[config.mk]
export PLATFORM = sky130hd
export DESIGN_NAME = dual_bus_loop
export DESIGN_NICKNAME = d
export VERILOG_FILES = /design/src/loop_pkg.sv /design/src/bus_fabric.sv /design/src/dual_bus_loop.sv /design/src/mem_slave.sv /design/src/panel_master.sv /design/src/uart_bridge_master.sv /design/src/uart_bridge_slave.sv /design/src/uart_rx.sv /design/src/uart_tx.sv
export VERILOG_INCLUDE_DIRS = /design/src /design/src/src
export SDC_FILE = /design/constraint.sdc
export NUM_CORES = 1
export LEC_CHECK = 0
export BUFFER_PORTS_ARGS = -buffer_cell sky130_fd_sc_hd__buf_4
export CAP_MARGIN = 20
export CORE_ASPECT_RATIO = 1.5
export CORE_MARGIN = 2
export CORE_UTILIZATION = 60
export DETAILED_ROUTE_END_ITERATION = 6
export PLACE_DENSITY_LB_ADDON = 0.3
export SKIP_CTS_REPAIR_TIMING = 1
export SLEW_MARGIN = 25
export SYNTH_ARGS = -nofsm -noshare
export SYNTH_HDL_FRONTEND = slang
export SYNTH_SLANG_ARGS = --single-unit
[constraint.sdc]
create_clock -name clk -period 5 [get_ports clk]
set_input_delay 0.25 -clock clk [delete_from_list [all_inputs] [get_ports clk]]
set_output_delay 0.25 -clock clk [all_outputs]
set_load 0.005 [all_outputs]
[src/loop_cfg.svh]
`ifndef LOOP_CFG_SVH
`define LOOP_CFG_SVH

// ==============================
// Bus geometry
// ==============================

// One data byte per access
`define LOOP_DATA_W 8

// 6 address bits give 64 bytes per memory
`define LOOP_MEM_AW 6

// Device number on bus A
`define LOOP_DEV_W 2

// ==============================
// UART timing
// ==============================

`define LOOP_CLKS_PER_BIT 5

`endif

[src/loop_pkg.sv]
`include "loop_cfg.svh"

package loop_pkg;

    typedef enum logic {
        OP_READ  = 1'b0,
        OP_WRITE = 1'b1
    } op_t;

    // Request strobe and payload, one per transaction
    typedef struct packed {
        logic                       valid;
        op_t                        op;
        logic [`LOOP_DEV_W-1:0]     dev;
        logic [`LOOP_MEM_AW-1:0]    addr;
        logic [`LOOP_DATA_W-1:0]    wdata;
    } bus_req_t;

    typedef struct packed {
        logic                       done;
        logic [`LOOP_DATA_W-1:0]    rdata;
    } bus_rsp_t;

    // Bus A targets
    typedef enum logic [1:0] {
        TGT_LOCAL,
        TGT_REMOTE,
        TGT_NONE
    } tgt_t;

    // Shared by both ends of the UART bridge
    typedef enum logic [2:0] {
        ST_IDLE,
        ST_SEND_HDR,
        ST_SEND_DATA,
        ST_WAIT,
        ST_ACCESS,
        ST_REPLY
    } bridge_state_t;

endpackage

[src/bus_fabric.sv]
`include "loop_cfg.svh"

module bus_fabric (
    input  logic               clk,
    input  logic               rstn,
    input  loop_pkg::bus_req_t host_req,
    output loop_pkg::bus_rsp_t host_rsp,
    output loop_pkg::bus_req_t local_req,
    input  loop_pkg::bus_rsp_t local_rsp,
    output loop_pkg::bus_req_t bridge_req,
    input  loop_pkg::bus_rsp_t bridge_rsp
);

    loop_pkg::tgt_t tgt;
    loop_pkg::tgt_t tgt_q;
    logic           none_done;

    // Address decode on the device number
    always_comb begin
        if (host_req.dev == `LOOP_DEV_W'(0)) begin
            tgt = loop_pkg::TGT_LOCAL;
        end else if (host_req.dev == `LOOP_DEV_W'(1)) begin
            tgt = loop_pkg::TGT_REMOTE;
        end else begin
            tgt = loop_pkg::TGT_NONE;
        end
    end

    always_comb begin
        local_req        = host_req;
        local_req.valid  = host_req.valid && (tgt == loop_pkg::TGT_LOCAL);
        bridge_req       = host_req;
        bridge_req.valid = host_req.valid && (tgt == loop_pkg::TGT_REMOTE);
    end

    // Target of the open transaction selects the response path
    always_ff @(posedge clk) begin
        if (!rstn) begin
            tgt_q     <= loop_pkg::TGT_NONE;
            none_done <= 1'b0;
        end else begin
            none_done <= host_req.valid && (tgt == loop_pkg::TGT_NONE);
            if (host_req.valid) begin
                tgt_q <= tgt;
            end
        end
    end

    always_comb begin
        case (tgt_q)
            loop_pkg::TGT_LOCAL:  host_rsp = local_rsp;
            loop_pkg::TGT_REMOTE: host_rsp = bridge_rsp;
            default:              host_rsp = '{done: none_done, rdata: '0};
        endcase
    end

endmodule

[src/dual_bus_loop.sv]
`include "loop_cfg.svh"

module dual_bus_loop (
    input  logic                     clk,
    input  logic                     rstn,
    input  logic                     start,
    input  logic                     write_sw,
    input  logic [`LOOP_DEV_W-1:0]   dev_sw,
    input  logic [`LOOP_MEM_AW-1:0]  addr_sw,
    input  logic [`LOOP_DATA_W-1:0]  wdata_sw,
    output logic                     busy,
    output logic [`LOOP_DATA_W-1:0]  read_data,
    output logic [`LOOP_DATA_W-1:0]  led_local,
    output logic [`LOOP_DATA_W-1:0]  led_remote
);

    // ==============================
    // Bus A
    // ==============================
    loop_pkg::bus_req_t host_req;
    loop_pkg::bus_rsp_t host_rsp;
    loop_pkg::bus_req_t local_req;
    loop_pkg::bus_rsp_t local_rsp;
    loop_pkg::bus_req_t bridge_req;
    loop_pkg::bus_rsp_t bridge_rsp;

    // ==============================
    // UART link and bus B
    // ==============================
    logic               uart_a_to_b;
    logic               uart_b_to_a;
    loop_pkg::bus_req_t remote_req;
    loop_pkg::bus_rsp_t remote_rsp;

    panel_master u_panel (
        .clk       (clk),
        .rstn      (rstn),
        .start     (start),
        .write_sw  (write_sw),
        .dev_sw    (dev_sw),
        .addr_sw   (addr_sw),
        .wdata_sw  (wdata_sw),
        .req       (host_req),
        .rsp       (host_rsp),
        .busy      (busy),
        .read_data (read_data)
    );

    bus_fabric u_fabric (
        .clk        (clk),
        .rstn       (rstn),
        .host_req   (host_req),
        .host_rsp   (host_rsp),
        .local_req  (local_req),
        .local_rsp  (local_rsp),
        .bridge_req (bridge_req),
        .bridge_rsp (bridge_rsp)
    );

    mem_slave mem_local (
        .clk  (clk),
        .rstn (rstn),
        .req  (local_req),
        .rsp  (local_rsp),
        .led  (led_local)
    );

    uart_bridge_slave u_bridge_slave (
        .clk     (clk),
        .rstn    (rstn),
        .req     (bridge_req),
        .rsp     (bridge_rsp),
        .tx_line (uart_a_to_b),
        .rx_line (uart_b_to_a)
    );

    uart_bridge_master u_bridge_master (
        .clk     (clk),
        .rstn    (rstn),
        .rx_line (uart_a_to_b),
        .tx_line (uart_b_to_a),
        .req     (remote_req),
        .rsp     (remote_rsp)
    );

    mem_slave mem_remote (
        .clk  (clk),
        .rstn (rstn),
        .req  (remote_req),
        .rsp  (remote_rsp),
        .led  (led_remote)
    );

endmodule

[src/mem_slave.sv]
`include "loop_cfg.svh"

module mem_slave (
    input  logic                     clk,
    input  logic                     rstn,
    input  loop_pkg::bus_req_t       req,
    output loop_pkg::bus_rsp_t       rsp,
    output logic [`LOOP_DATA_W-1:0]  led
);

    logic [`LOOP_DATA_W-1:0] mem [0:(1 << `LOOP_MEM_AW) - 1];
    logic [`LOOP_DATA_W-1:0] rdata_q;
    logic                    done_q;

    // Storage and read port
    always_ff @(posedge clk) begin
        if (req.valid) begin
            if (req.op == loop_pkg::OP_WRITE) begin
                mem[req.addr] <= req.wdata;
            end else begin
                rdata_q <= mem[req.addr];
            end
        end
    end

    // Done one cycle after valid, LED shows the last write
    always_ff @(posedge clk) begin
        if (!rstn) begin
            done_q <= 1'b0;
            led    <= '0;
        end else begin
            done_q <= req.valid;
            if (req.valid && req.op == loop_pkg::OP_WRITE) begin
                led <= req.wdata;
            end
        end
    end

    assign rsp = '{done: done_q, rdata: rdata_q};

endmodule

[src/panel_master.sv]
`include "loop_cfg.svh"

module panel_master (
    input  logic                     clk,
    input  logic                     rstn,
    input  logic                     start,
    input  logic                     write_sw,
    input  logic [`LOOP_DEV_W-1:0]   dev_sw,
    input  logic [`LOOP_MEM_AW-1:0]  addr_sw,
    input  logic [`LOOP_DATA_W-1:0]  wdata_sw,
    output loop_pkg::bus_req_t       req,
    input  loop_pkg::bus_rsp_t       rsp,
    output logic                     busy,
    output logic [`LOOP_DATA_W-1:0]  read_data
);

    logic                     start_meta;
    logic                     start_sync;
    logic                     start_prev;
    logic                     launch;
    logic                     req_valid;
    loop_pkg::op_t            op_q;
    logic [`LOOP_DEV_W-1:0]   dev_q;
    logic [`LOOP_MEM_AW-1:0]  addr_q;
    logic [`LOOP_DATA_W-1:0]  wdata_q;

    // Rising edge of the synchronized button, ignored while busy
    assign launch = start_sync && !start_prev && !busy;

    always_ff @(posedge clk) begin
        if (!rstn) begin
            start_meta <= 1'b0;
            start_sync <= 1'b0;
            start_prev <= 1'b0;
            req_valid  <= 1'b0;
            busy       <= 1'b0;
            read_data  <= '0;
        end else begin
            start_meta <= start;
            start_sync <= start_meta;
            start_prev <= start_sync;
            req_valid  <= launch;
            if (launch) begin
                busy <= 1'b1;
            end else if (rsp.done) begin
                busy <= 1'b0;
            end
            if (rsp.done && op_q == loop_pkg::OP_READ) begin
                read_data <= rsp.rdata;
            end
        end
    end

    // Switch snapshot stays put for the whole transaction
    always_ff @(posedge clk) begin
        if (launch) begin
            op_q    <= write_sw ? loop_pkg::OP_WRITE : loop_pkg::OP_READ;
            dev_q   <= dev_sw;
            addr_q  <= addr_sw;
            wdata_q <= wdata_sw;
        end
    end

    assign req = '{valid: req_valid, op: op_q, dev: dev_q, addr: addr_q, wdata: wdata_q};

endmodule

[src/uart_bridge_master.sv]
`include "loop_cfg.svh"

module uart_bridge_master (
    input  logic               clk,
    input  logic               rstn,
    input  logic               rx_line,
    output logic               tx_line,
    output loop_pkg::bus_req_t req,
    input  loop_pkg::bus_rsp_t rsp
);

    loop_pkg::bridge_state_t state;
    logic [7:0]              rx_data;
    logic                    rx_strobe;
    logic [7:0]              tx_data;
    logic                    tx_send;
    logic                    tx_busy;
    logic [7:0]              hdr_q;
    logic [7:0]              wdata_q;
    logic                    req_valid;
    loop_pkg::op_t           op;

    assign op = loop_pkg::op_t'(hdr_q[`LOOP_DATA_W-1]);

    always_ff @(posedge clk) begin
        if (!rstn) begin
            state     <= loop_pkg::ST_IDLE;
            req_valid <= 1'b0;
            tx_send   <= 1'b0;
        end else begin
            req_valid <= 1'b0;
            tx_send   <= 1'b0;
            case (state)
                loop_pkg::ST_IDLE: begin
                    if (rx_strobe) begin
                        hdr_q <= rx_data;
                        state <= loop_pkg::ST_WAIT;
                    end
                end
                loop_pkg::ST_WAIT: begin
                    if (rx_strobe) begin
                        wdata_q   <= rx_data;
                        req_valid <= 1'b1;
                        state     <= loop_pkg::ST_ACCESS;
                    end
                end
                loop_pkg::ST_ACCESS: begin
                    if (rsp.done) begin
                        // Writes echo the byte that was written
                        tx_data <= (op == loop_pkg::OP_WRITE) ? wdata_q : rsp.rdata;
                        tx_send <= 1'b1;
                        state   <= loop_pkg::ST_REPLY;
                    end
                end
                default: begin
                    if (!tx_busy && !tx_send) begin
                        state <= loop_pkg::ST_IDLE;
                    end
                end
            endcase
        end
    end

    // Single target on bus B, device field unused
    assign req = '{valid: req_valid, op: op, dev: '0,
                   addr: hdr_q[`LOOP_MEM_AW-1:0], wdata: wdata_q};

    uart_rx #(.CLKS_PER_BIT(`LOOP_CLKS_PER_BIT)) u_rx (
        .clk    (clk),
        .rstn   (rstn),
        .line   (rx_line),
        .data   (rx_data),
        .strobe (rx_strobe)
    );

    uart_tx #(.CLKS_PER_BIT(`LOOP_CLKS_PER_BIT)) u_tx (
        .clk  (clk),
        .rstn (rstn),
        .data (tx_data),
        .send (tx_send),
        .busy (tx_busy),
        .line (tx_line)
    );

endmodule

[src/uart_bridge_slave.sv]
`include "loop_cfg.svh"

module uart_bridge_slave (
    input  logic               clk,
    input  logic               rstn,
    input  loop_pkg::bus_req_t req,
    output loop_pkg::bus_rsp_t rsp,
    output logic               tx_line,
    input  logic               rx_line
);

    loop_pkg::bridge_state_t state;
    logic [7:0]              tx_data;
    logic                    tx_send;
    logic                    tx_busy;
    logic [7:0]              rx_data;
    logic                    rx_strobe;
    logic [7:0]              wdata_q;
    logic                    done_q;
    logic [7:0]              rdata_q;
    logic                    tx_free;

    // Send strobe is registered, so skip the cycle it is still visible
    assign tx_free = !tx_busy && !tx_send;

    always_ff @(posedge clk) begin
        if (!rstn) begin
            state   <= loop_pkg::ST_IDLE;
            tx_send <= 1'b0;
            done_q  <= 1'b0;
        end else begin
            tx_send <= 1'b0;
            done_q  <= 1'b0;
            case (state)
                loop_pkg::ST_IDLE: begin
                    if (req.valid) begin
                        // Header is op, a zero, then the address
                        tx_data <= {req.op, 1'b0, req.addr};
                        wdata_q <= req.wdata;
                        tx_send <= 1'b1;
                        state   <= loop_pkg::ST_SEND_HDR;
                    end
                end
                loop_pkg::ST_SEND_HDR: begin
                    if (tx_free) begin
                        tx_data <= wdata_q;
                        tx_send <= 1'b1;
                        state   <= loop_pkg::ST_SEND_DATA;
                    end
                end
                loop_pkg::ST_SEND_DATA: begin
                    if (tx_free) begin
                        state <= loop_pkg::ST_WAIT;
                    end
                end
                default: begin
                    if (rx_strobe) begin
                        rdata_q <= rx_data;
                        done_q  <= 1'b1;
                        state   <= loop_pkg::ST_IDLE;
                    end
                end
            endcase
        end
    end

    assign rsp = '{done: done_q, rdata: rdata_q};

    uart_tx #(.CLKS_PER_BIT(`LOOP_CLKS_PER_BIT)) u_tx (
        .clk  (clk),
        .rstn (rstn),
        .data (tx_data),
        .send (tx_send),
        .busy (tx_busy),
        .line (tx_line)
    );

    uart_rx #(.CLKS_PER_BIT(`LOOP_CLKS_PER_BIT)) u_rx (
        .clk    (clk),
        .rstn   (rstn),
        .line   (rx_line),
        .data   (rx_data),
        .strobe (rx_strobe)
    );

endmodule

[src/uart_rx.sv]
module uart_rx #(
    parameter int CLKS_PER_BIT = 5
) (
    input  logic       clk,
    input  logic       rstn,
    input  logic       line,
    output logic [7:0] data,
    output logic       strobe
);

    localparam int CW   = $clog2(CLKS_PER_BIT);
    localparam int HALF = CLKS_PER_BIT / 2 - 1;

    typedef enum logic [1:0] {
        RX_IDLE,
        RX_START,
        RX_DATA,
        RX_STOP
    } rx_state_t;

    rx_state_t     state;
    logic          line_meta;
    logic          line_s;
    logic [CW-1:0] cnt;
    logic [2:0]    bit_idx;
    logic [7:0]    shreg;
    logic          bit_end;

    assign bit_end = (cnt == CW'(CLKS_PER_BIT - 1));
    // Shift register holds the byte until the next frame starts shifting
    assign data    = shreg;

    always_ff @(posedge clk) begin
        if (!rstn) begin
            line_meta <= 1'b1;
            line_s    <= 1'b1;
            state     <= RX_IDLE;
            cnt       <= '0;
            bit_idx   <= '0;
            strobe    <= 1'b0;
        end else begin
            line_meta <= line;
            line_s    <= line_meta;
            strobe    <= 1'b0;
            cnt       <= bit_end ? '0 : cnt + 1'b1;
            case (state)
                RX_IDLE: begin
                    cnt <= '0;
                    if (!line_s) begin
                        state <= RX_START;
                    end
                end
                RX_START: begin
                    // Middle of the start bit, a glitch returns to idle
                    if (cnt == CW'(HALF)) begin
                        cnt     <= '0;
                        bit_idx <= '0;
                        state   <= line_s ? RX_IDLE : RX_DATA;
                    end
                end
                RX_DATA: begin
                    if (bit_end) begin
                        shreg <= {line_s, shreg[7:1]};
                        if (bit_idx == 3'd7) begin
                            state <= RX_STOP;
                        end else begin
                            bit_idx <= bit_idx + 3'd1;
                        end
                    end
                end
                default: begin
                    if (bit_end) begin
                        strobe <= line_s;
                        state  <= RX_IDLE;
                    end
                end
            endcase
        end
    end

endmodule

[src/uart_tx.sv]
module uart_tx #(
    parameter int CLKS_PER_BIT = 5
) (
    input  logic       clk,
    input  logic       rstn,
    input  logic [7:0] data,
    input  logic       send,
    output logic       busy,
    output logic       line
);

    localparam int CW = $clog2(CLKS_PER_BIT);

    typedef enum logic [1:0] {
        TX_IDLE,
        TX_START,
        TX_DATA,
        TX_STOP
    } tx_state_t;

    tx_state_t   state;
    logic [CW-1:0] cnt;
    logic [2:0]  bit_idx;
    logic [7:0]  shreg;
    logic        bit_end;

    assign bit_end = (cnt == CW'(CLKS_PER_BIT - 1));
    // Stays high through the stop bit
    assign busy    = (state != TX_IDLE);

    always_ff @(posedge clk) begin
        if (!rstn) begin
            state   <= TX_IDLE;
            cnt     <= '0;
            bit_idx <= '0;
            line    <= 1'b1;
        end else begin
            cnt <= bit_end ? '0 : cnt + 1'b1;
            case (state)
                TX_IDLE: begin
                    cnt <= '0;
                    if (send) begin
                        shreg <= data;
                        line  <= 1'b0;
                        state <= TX_START;
                    end
                end
                TX_START: begin
                    if (bit_end) begin
                        line    <= shreg[0];
                        bit_idx <= '0;
                        state   <= TX_DATA;
                    end
                end
                TX_DATA: begin
                    if (bit_end) begin
                        if (bit_idx == 3'd7) begin
                            line  <= 1'b1;
                            state <= TX_STOP;
                        end else begin
                            // LSB first
                            shreg   <= shreg >> 1;
                            line    <= shreg[1];
                            bit_idx <= bit_idx + 3'd1;
                        end
                    end
                end
                default: begin
                    if (bit_end) begin
                        state <= TX_IDLE;
                    end
                end
            endcase
        end
    end

endmodule

==> metrics.csv, run 1 <==
stage,metric,value,unit
job,number of max-cap violations,0,
timing,RSZ-0062 raised after global routing,no,
timing,Setup TNS,0,ns
run_status,status,finished with violations,
placed_design,Placer Congestion,0.955,
clock_tree,maximum clock path buffer count,3,
grt,vias in the first global route,28600,
floorplan,Initial Util,0.604,
clock_tree,CTS tree,done,
floorplan,Core Area,78500,um^2
grt,largest net degree at the start of global routing,67,
floorplan,# IOs,45,
floorplan,Site Rows,126,
pwr,Int Power,16.0,mW
drt,# DRC,7,
clock_tree,"Reg clk slew, reported paths",0.07,ns
grt,first-pass GRT wire length,185,mm
layout,biggest registers after layout,"mem_local.mem x512, mem_remote.mem x512",
layout,final cell count without fillers,4127,
synthesis,Cell variety after synth,75,
drt,post-route ant nets,0,
timing,min Tclk post-route,3.91,ns
placed_design,HPWL Detailed,79.5,mm
synthesis,"EDFF count, synth",1136,
drt,Vias/cell,6.90,
drt,DRT iter0 DRCs,3852,
setup_path,Worst Path Required,5.42,ns
timing,Fmax,256,MHz
synthesis,Syn Area/Cell,16.0,um^2
setup_path,CP Capture Type,flip-flop,
synthesis,Post-Syn Instances,2964,
drt,Detailed Route WL,127,mm
pwr,VDD IR-drop max,0.426,mV
timing,final setup vio count,0,
layout,Layout area overhead,10.8,%
clock_tree,H-tree depth,3,
setup_path,critical path arrival,4.34,ns
drt,routed len/inst,30.8,um
pwr,clock share of power,0.418,
drt,via count,28500,
placed_design,dpl ws,1.39,ns
timing,Fin Clk Skew,0.0236,ns
drt,Detailed Routing Iterations Pass 1,7,
synthesis,synthesized area,47400,um^2
setup_path,crit-path max FO,53,
synthesis,Synth warnings,0,
grt,Total GRT Usage,0.313,
grt,initial antenna violation count,2,
pwr,Pwr per Cell Area,383,nW/um^2
pwr,sw power,4.10,mW
floorplan,Die ar.,81300,um^2
synthesis,syn_nets,3020,
synthesis,register area share after synthesis,0.754,
pwr,Sw Share,0.204,
clock_tree,Clock Latency Late Sink,0.69,ns
layout,layout cell share with drive strength beyond 1,0.136,
layout,Final Util,0.669,
run_status,failing checks,design-rule violations,
clock_tree,CTS sink count,1219,
synthesis,synthesized flop and latch total,1219,
timing,final worst-path cycle share,0.783,
timing,Fin. Hold Viols,0,
timing,Max Slew Vio Count,0,
worst_hold_path,hold crit path type,input pin to flip-flop,
pwr,Leak Pwr,16.6,nW
placed_design,DP Cell Count,3906,
floorplan,Die Y,348,um
pwr,sequential power share,0.553,
synthesis,ys async rst share,0,
floorplan,die width,234,um
setup_path,Crit Path Class,flip-flop to flip-flop,
clock_tree,CTS Root Cell,clkbuf_16,
pwr,Combinational Power Share,0.029,
grt,grt ovf,0,
synthesis,"Top FF cell, synth",edfxtp_1,
timing,Slew headroom,0.184,
timing,Slew @ Worst Pin,1.21,ns
timing,final setup margin,1.09,ns
clock_tree,CTS buffer count,106,
placed_design,I/O Buffers,44,
timing,final hold slack,0.00182,ns
layout,# nets final,3067,
setup_path,Worst Setup Start Kind,flip-flop,
==> synth_stat cells, drive strengths merged (71+ instances only) <==
library cell  instances  area [um^2]
clkbuf               95          357
buf                 102          606
a221oi              174         1530
a22oi               179         1340
a21oi                95          475
edfxtp             1136        34100
nand2               128          480
nor2                264          996
mux2                 83          942
mux2i                71          711
dfxtp                83         1660
o21ai               100          500
==> cell type report <==
cell class	instances	area [um^2]
Sequential cell	1219	35800
Fill cell	5060	26000
Multi-Input combinational cell	1521	10700
Clock buffer	131	2870
Tap cell	1024	1280
Timing Repair Buffer	136	1140
Clock inverter	68	707
Inverter	27	101
Antenna cell	1	2.50
==> cells in the final DEF, fill, tap and decap left out, types with 20 or more instances in the layout <==
cell,instances
ha_1,36
clkinv_2,23
nand3_1,20
edfxtp_1,1136
buf_4,111
nor2b_1,27
inv_1,24
a21oi_1,95
o221ai_1,21
nand2_1,128
mux4_2,24
o21ai_0,97
a221oi_1,173
a22o_1,27
dfxtp_1,83
mux2i_1,71
clkbuf_16,109
nor2_1,259
mux2_2,81
a22oi_1,179
nor3_1,25
o22ai_1,53
==> per-layer routing <==
metal,global-route usage,vias to the layer above,share of wire
met2,0.527,1882,0.50
met3,0.0464,513,0.085
met1,0.359,14100,0.32
li1,-,12000,-
met4,0.243,2,0.093
met5,0,-,0.000063
==> critical path: stages (launching register included) <==
cell      delay [ns]
edfxtp_1        0.74
buf_4           0.67
nor2b_2         0.34
buf_4           0.34
a22oi_1         0.17
a21oi_1         0.11
nor2_1          0.52
o21ai_0         0.18
or4_1           0.54
==> stage by stage <==
stage,instance area (um^2),power (mW)
after floorplan,47400,11.7
after global placement,48700,11.9
after detailed placement,48700,11.9
after CTS,52300,20.1
after global routing,52500,20.6
final,52500,20.1
==> power by group through the flow <==
stage / Clock [mW] / Combinational [mW] / Sequential (mW)
after floorplan: 0 / 0.362 / 11.3
after global placement: 0 / 0.515 / 11.3
after detailed placement: 0 / 0.544 / 11.3
after CTS: 8.45 / 0.548 / 11.1
after global routing: 8.85 / 0.618 / 11.1
final: 8.41 / 0.576 / 11.1
==> cell families (layout without fill, tap and decap cells) <==
logic type / count (synthesis) / count (layout) / share of synthesized area
xor gates and xnor gates: 2 / 2 / 0.000369
AOI/OAI and AO/OA: 727 / 727 / 0.111
adders and majority gates: 36 / 36 / 0.00950
other: 0 / 1 / 0
buffers and inverters: 224 / 362 / 0.0224
muxes: 178 / 178 / 0.0463
and+or+nand+nor: 578 / 578 / 0.0559
DFF: 1219 / 1219 / 0.754
==> worst paths after layout <==
kind                                             startpoint                                      to  slack [ns]  cells after the start
hold reg to reg   u_bridge_master.u_rx.line_meta$_SDFF_PN1_  u_bridge_master.u_rx.line_s$_SDFF_PN1_        0.42                      1
setup / recovery         u_bridge_master.hdr_q[1]$_DFFE_PP_         mem_remote.rdata_q[3]$_DFFE_PP_        1.09                      8
hold / removal                                         rstn   u_bridge_slave.u_tx.line$_SDFFE_PN1P_       0.002                      2
setup reg to reg         u_bridge_master.hdr_q[1]$_DFFE_PP_         mem_remote.rdata_q[3]$_DFFE_PP_        1.09                      8
(Power assumes the default switching activity.)
==> run 2, diff against run 1 <==
==> constraint.sdc (replaced) <==
create_clock -name clk -period 4 [get_ports clk]
set_input_delay 0.2 -clock clk [delete_from_list [all_inputs] [get_ports clk]]
set_output_delay 0.2 -clock clk [all_outputs]
set_load 0.005 [all_outputs]
==> run 2 against run 1 <==
- the flow still finishes with violations (design-rule violations)
- clock power is 21% higher
- sequential cell count stayed put
- non-clock buffer count is 77 higher
- final cell count is 1.8% higher
- die area stayed put
- clock skew is 0.021 ns higher
- via count is 1.4% higher
==> metrics.csv, run 2 (synthesized netlist as in run 1, its figures left out) <==
stage,metric,value,unit
floorplan,Initial Util,0.604,
grt,grt ovf,0,
setup_path,RR Endpoint,mem_remote.rdata_q[4]$_DFFE_PP_,
setup_path,Critical Path Start,u_bridge_master.hdr_q[1]$_DFFE_PP_,
placed_design,HPWL Detailed,80.9,mm
pwr,sequential power share,0.560,
timing,Slew headroom,0.273,
floorplan,die width,234,um
clock_tree,Clock Latency Late Sink,0.72,ns
clock_tree,"Reg clk slew, reported paths",0.06,ns
pwr,sw power,5.03,mW
pwr,Leak Pwr,16.9,nW
clock_tree,CTS sink count,1219,
layout,# nets final,3143,
drt,Detailed Route WL,128,mm
timing,Fin. Hold Viols,0,
drt,Vias/cell,6.87,
run_status,failing checks,design-rule violations,
timing,final setup vio count,0,
timing,min Tclk post-route,3.71,ns
pwr,Sw Share,0.203,
setup_path,CP Capture Type,flip-flop,
timing,Fin Clk Skew,0.0444,ns
layout,layout cell share with drive strength beyond 1,0.151,
setup_path,reg2reg start,u_bridge_master.hdr_q[1]$_DFFE_PP_,
layout,"commonest cells after routing, fill and taps aside","edfxtp_1, nor2_1, buf_4, a22oi_1, a221oi_1",
drt,Detailed Routing Iterations Pass 1,7,
drt,via count,28900,
timing,Max Slew Vio Count,0,
drt,routed len/inst,30.5,um
setup_path,crit-path max FO,24,
clock_tree,maximum clock path buffer count,3,
job,number of max-cap violations,0,
floorplan,Site Rows,126,
worst_hold_path,hold path start,addr_sw[5],
floorplan,Die Y,348,um
timing,Setup TNS,0,ns
clock_tree,H-tree depth,3,
pwr,VDD IR-drop max,0.432,mV
grt,vias in the first global route,28900,
timing,Slew @ Worst Pin,1.09,ns
timing,Fmax,270,MHz
timing,final worst-path cycle share,0.928,
placed_design,Placer Congestion,0.989,
floorplan,Core Area,78500,um^2
grt,first-pass GRT wire length,187,mm
pwr,clock share of power,0.411,
setup_path,Worst Path Required,4.42,ns
run_status,status,finished with violations,
grt,largest net degree at the start of global routing,67,
layout,Layout area overhead,11.7,%
worst_hold_path,hold endpoint,u_panel.addr_q[5]$_DFFE_PP_,
setup_path,Worst Setup Start Kind,flip-flop,
grt,initial antenna violation count,4,
setup_path,R2R Setup Slk,0.29,ns
floorplan,# IOs,45,
timing,final hold slack,0.207,ns
floorplan,Die ar.,81300,um^2
layout,"most common cell after layout, fill and taps aside",edfxtp_1,
clock_tree,CTS Root Cell,clkbuf_16,
worst_hold_path,hold crit path type,input pin to flip-flop,
drt,DRT iter0 DRCs,3814,
clock_tree,CTS buffer count,105,
layout,biggest registers after layout,"mem_local.mem x512, mem_remote.mem x512",
pwr,Combinational Power Share,0.029,
pwr,Int Power,19.8,mW
pwr,Pwr per Cell Area,469,nW/um^2
setup_path,Crit Path Class,flip-flop to flip-flop,
grt,Total GRT Usage,0.317,
drt,# DRC,4,
drt,post-route ant nets,0,
setup_path,critical path arrival,4.13,ns
setup_path,r2r worst-path depth,7,
placed_design,I/O Buffers,44,
worst_hold_path,worst hold path cell count,2,
timing,RSZ-0062 raised after global routing,no,
clock_tree,CTS tree,done,
## run 2: changes by cell type in the layout (fill, tap and decap cells not counted), moves of 2 or more
| cell | before | now |
|---|---|---|
| buf_4 | 111 | 190 |
| buf_8 | 2 | 0 |
| clkbuf_1 | 16 | 27 |
| clkbuf_16 | 109 | 107 |
| clkbuf_8 | 6 | 3 |
| clkinv_1 | 15 | 23 |
| clkinv_2 | 23 | 19 |
| clkinv_4 | 4 | 2 |
| clkinv_8 | 1 | 4 |
| clkinvlp_4 | 7 | 2 |
| inv_6 | 5 | 1 |
| nor2b_1 | 27 | 25 |
## run 2: power groups by stage
| stage | combinational [mW] | clock [mW] | sequential, mW |
|---|---|---|---|
| after floorplan | 0.453 | 0 | 14.2 |
| after global placement | 0.649 | 0 | 14.2 |
| after detailed placement | 0.689 | 0 | 14.2 |
| after CTS | 0.694 | 10.2 | 13.9 |
| after global routing | 0.786 | 10.7 | 13.9 |
| final | 0.732 | 10.2 | 13.9 |
## run 2: stage by stage
| stage | setup WS [ns] | power [mW] | instance area (um^2) | utilization | cells |
|---|---|---|---|---|---|
| final | 0.290 | 24.8 | 53000 | 0.675 | 4203 |
| after global routing | 0.256 | 25.4 | 53000 | 0.675 | 4202 |
| after detailed placement | 0.559 | 14.9 | 49300 | 0.628 | 3985 |
| after global placement | 0.657 | 14.8 | 49300 | 0.628 | 3984 |
| after floorplan | 1.07 | 14.6 | 47400 | - | 2964 |
| after CTS | 0.545 | 24.8 | 52800 | 0.672 | 4183 |
## run 2: layer usage
layer  vias to the layer above  track usage  wire length [um]
met5                         -            0                 8
met4                         2        0.225             11000
met3                       512       0.0552             11600
met2                      1963        0.538             64800
met1                     14300        0.363             40900
li1                      12100            -                 -
## run 2: cell type report
type	count	area, um^2
Fill cell	5043	25500
Timing Repair Buffer	213	1700
Tap cell	1024	1280
Clock buffer	137	2820
Clock inverter	61	614
Inverter	27	101
Multi-Input combinational cell	1521	10700
Antenna cell	1	2.50
Sequential cell	1219	35800
## run 2: how the worst max path moves through the flow
stage                                                          to  slack, ns  cells past startpoint
final                             mem_remote.rdata_q[4]$_DFFE_PP_       0.29                      7
after global routing              mem_remote.rdata_q[4]$_DFFE_PP_       0.26                      7
after CTS                         mem_remote.rdata_q[4]$_DFFE_PP_       0.55                      7
after detailed placement          mem_remote.rdata_q[4]$_DFFE_PP_       0.56                      7
after global placement            mem_remote.rdata_q[4]$_DFFE_PP_       0.66                      7
after floorplan           u_bridge_master.u_tx.shreg[0]$_DFFE_PP_       1.07                      4
## run 2: critical path, cell delays in order, from the launching register on
cell       delay, ns
edfxtp_1        0.56
and2_1          0.57
buf_4           0.40
a22oi_1         0.24
o22ai_1         0.11
o21ai_1         0.35
o2111ai_1       0.55
or4b_1          0.66
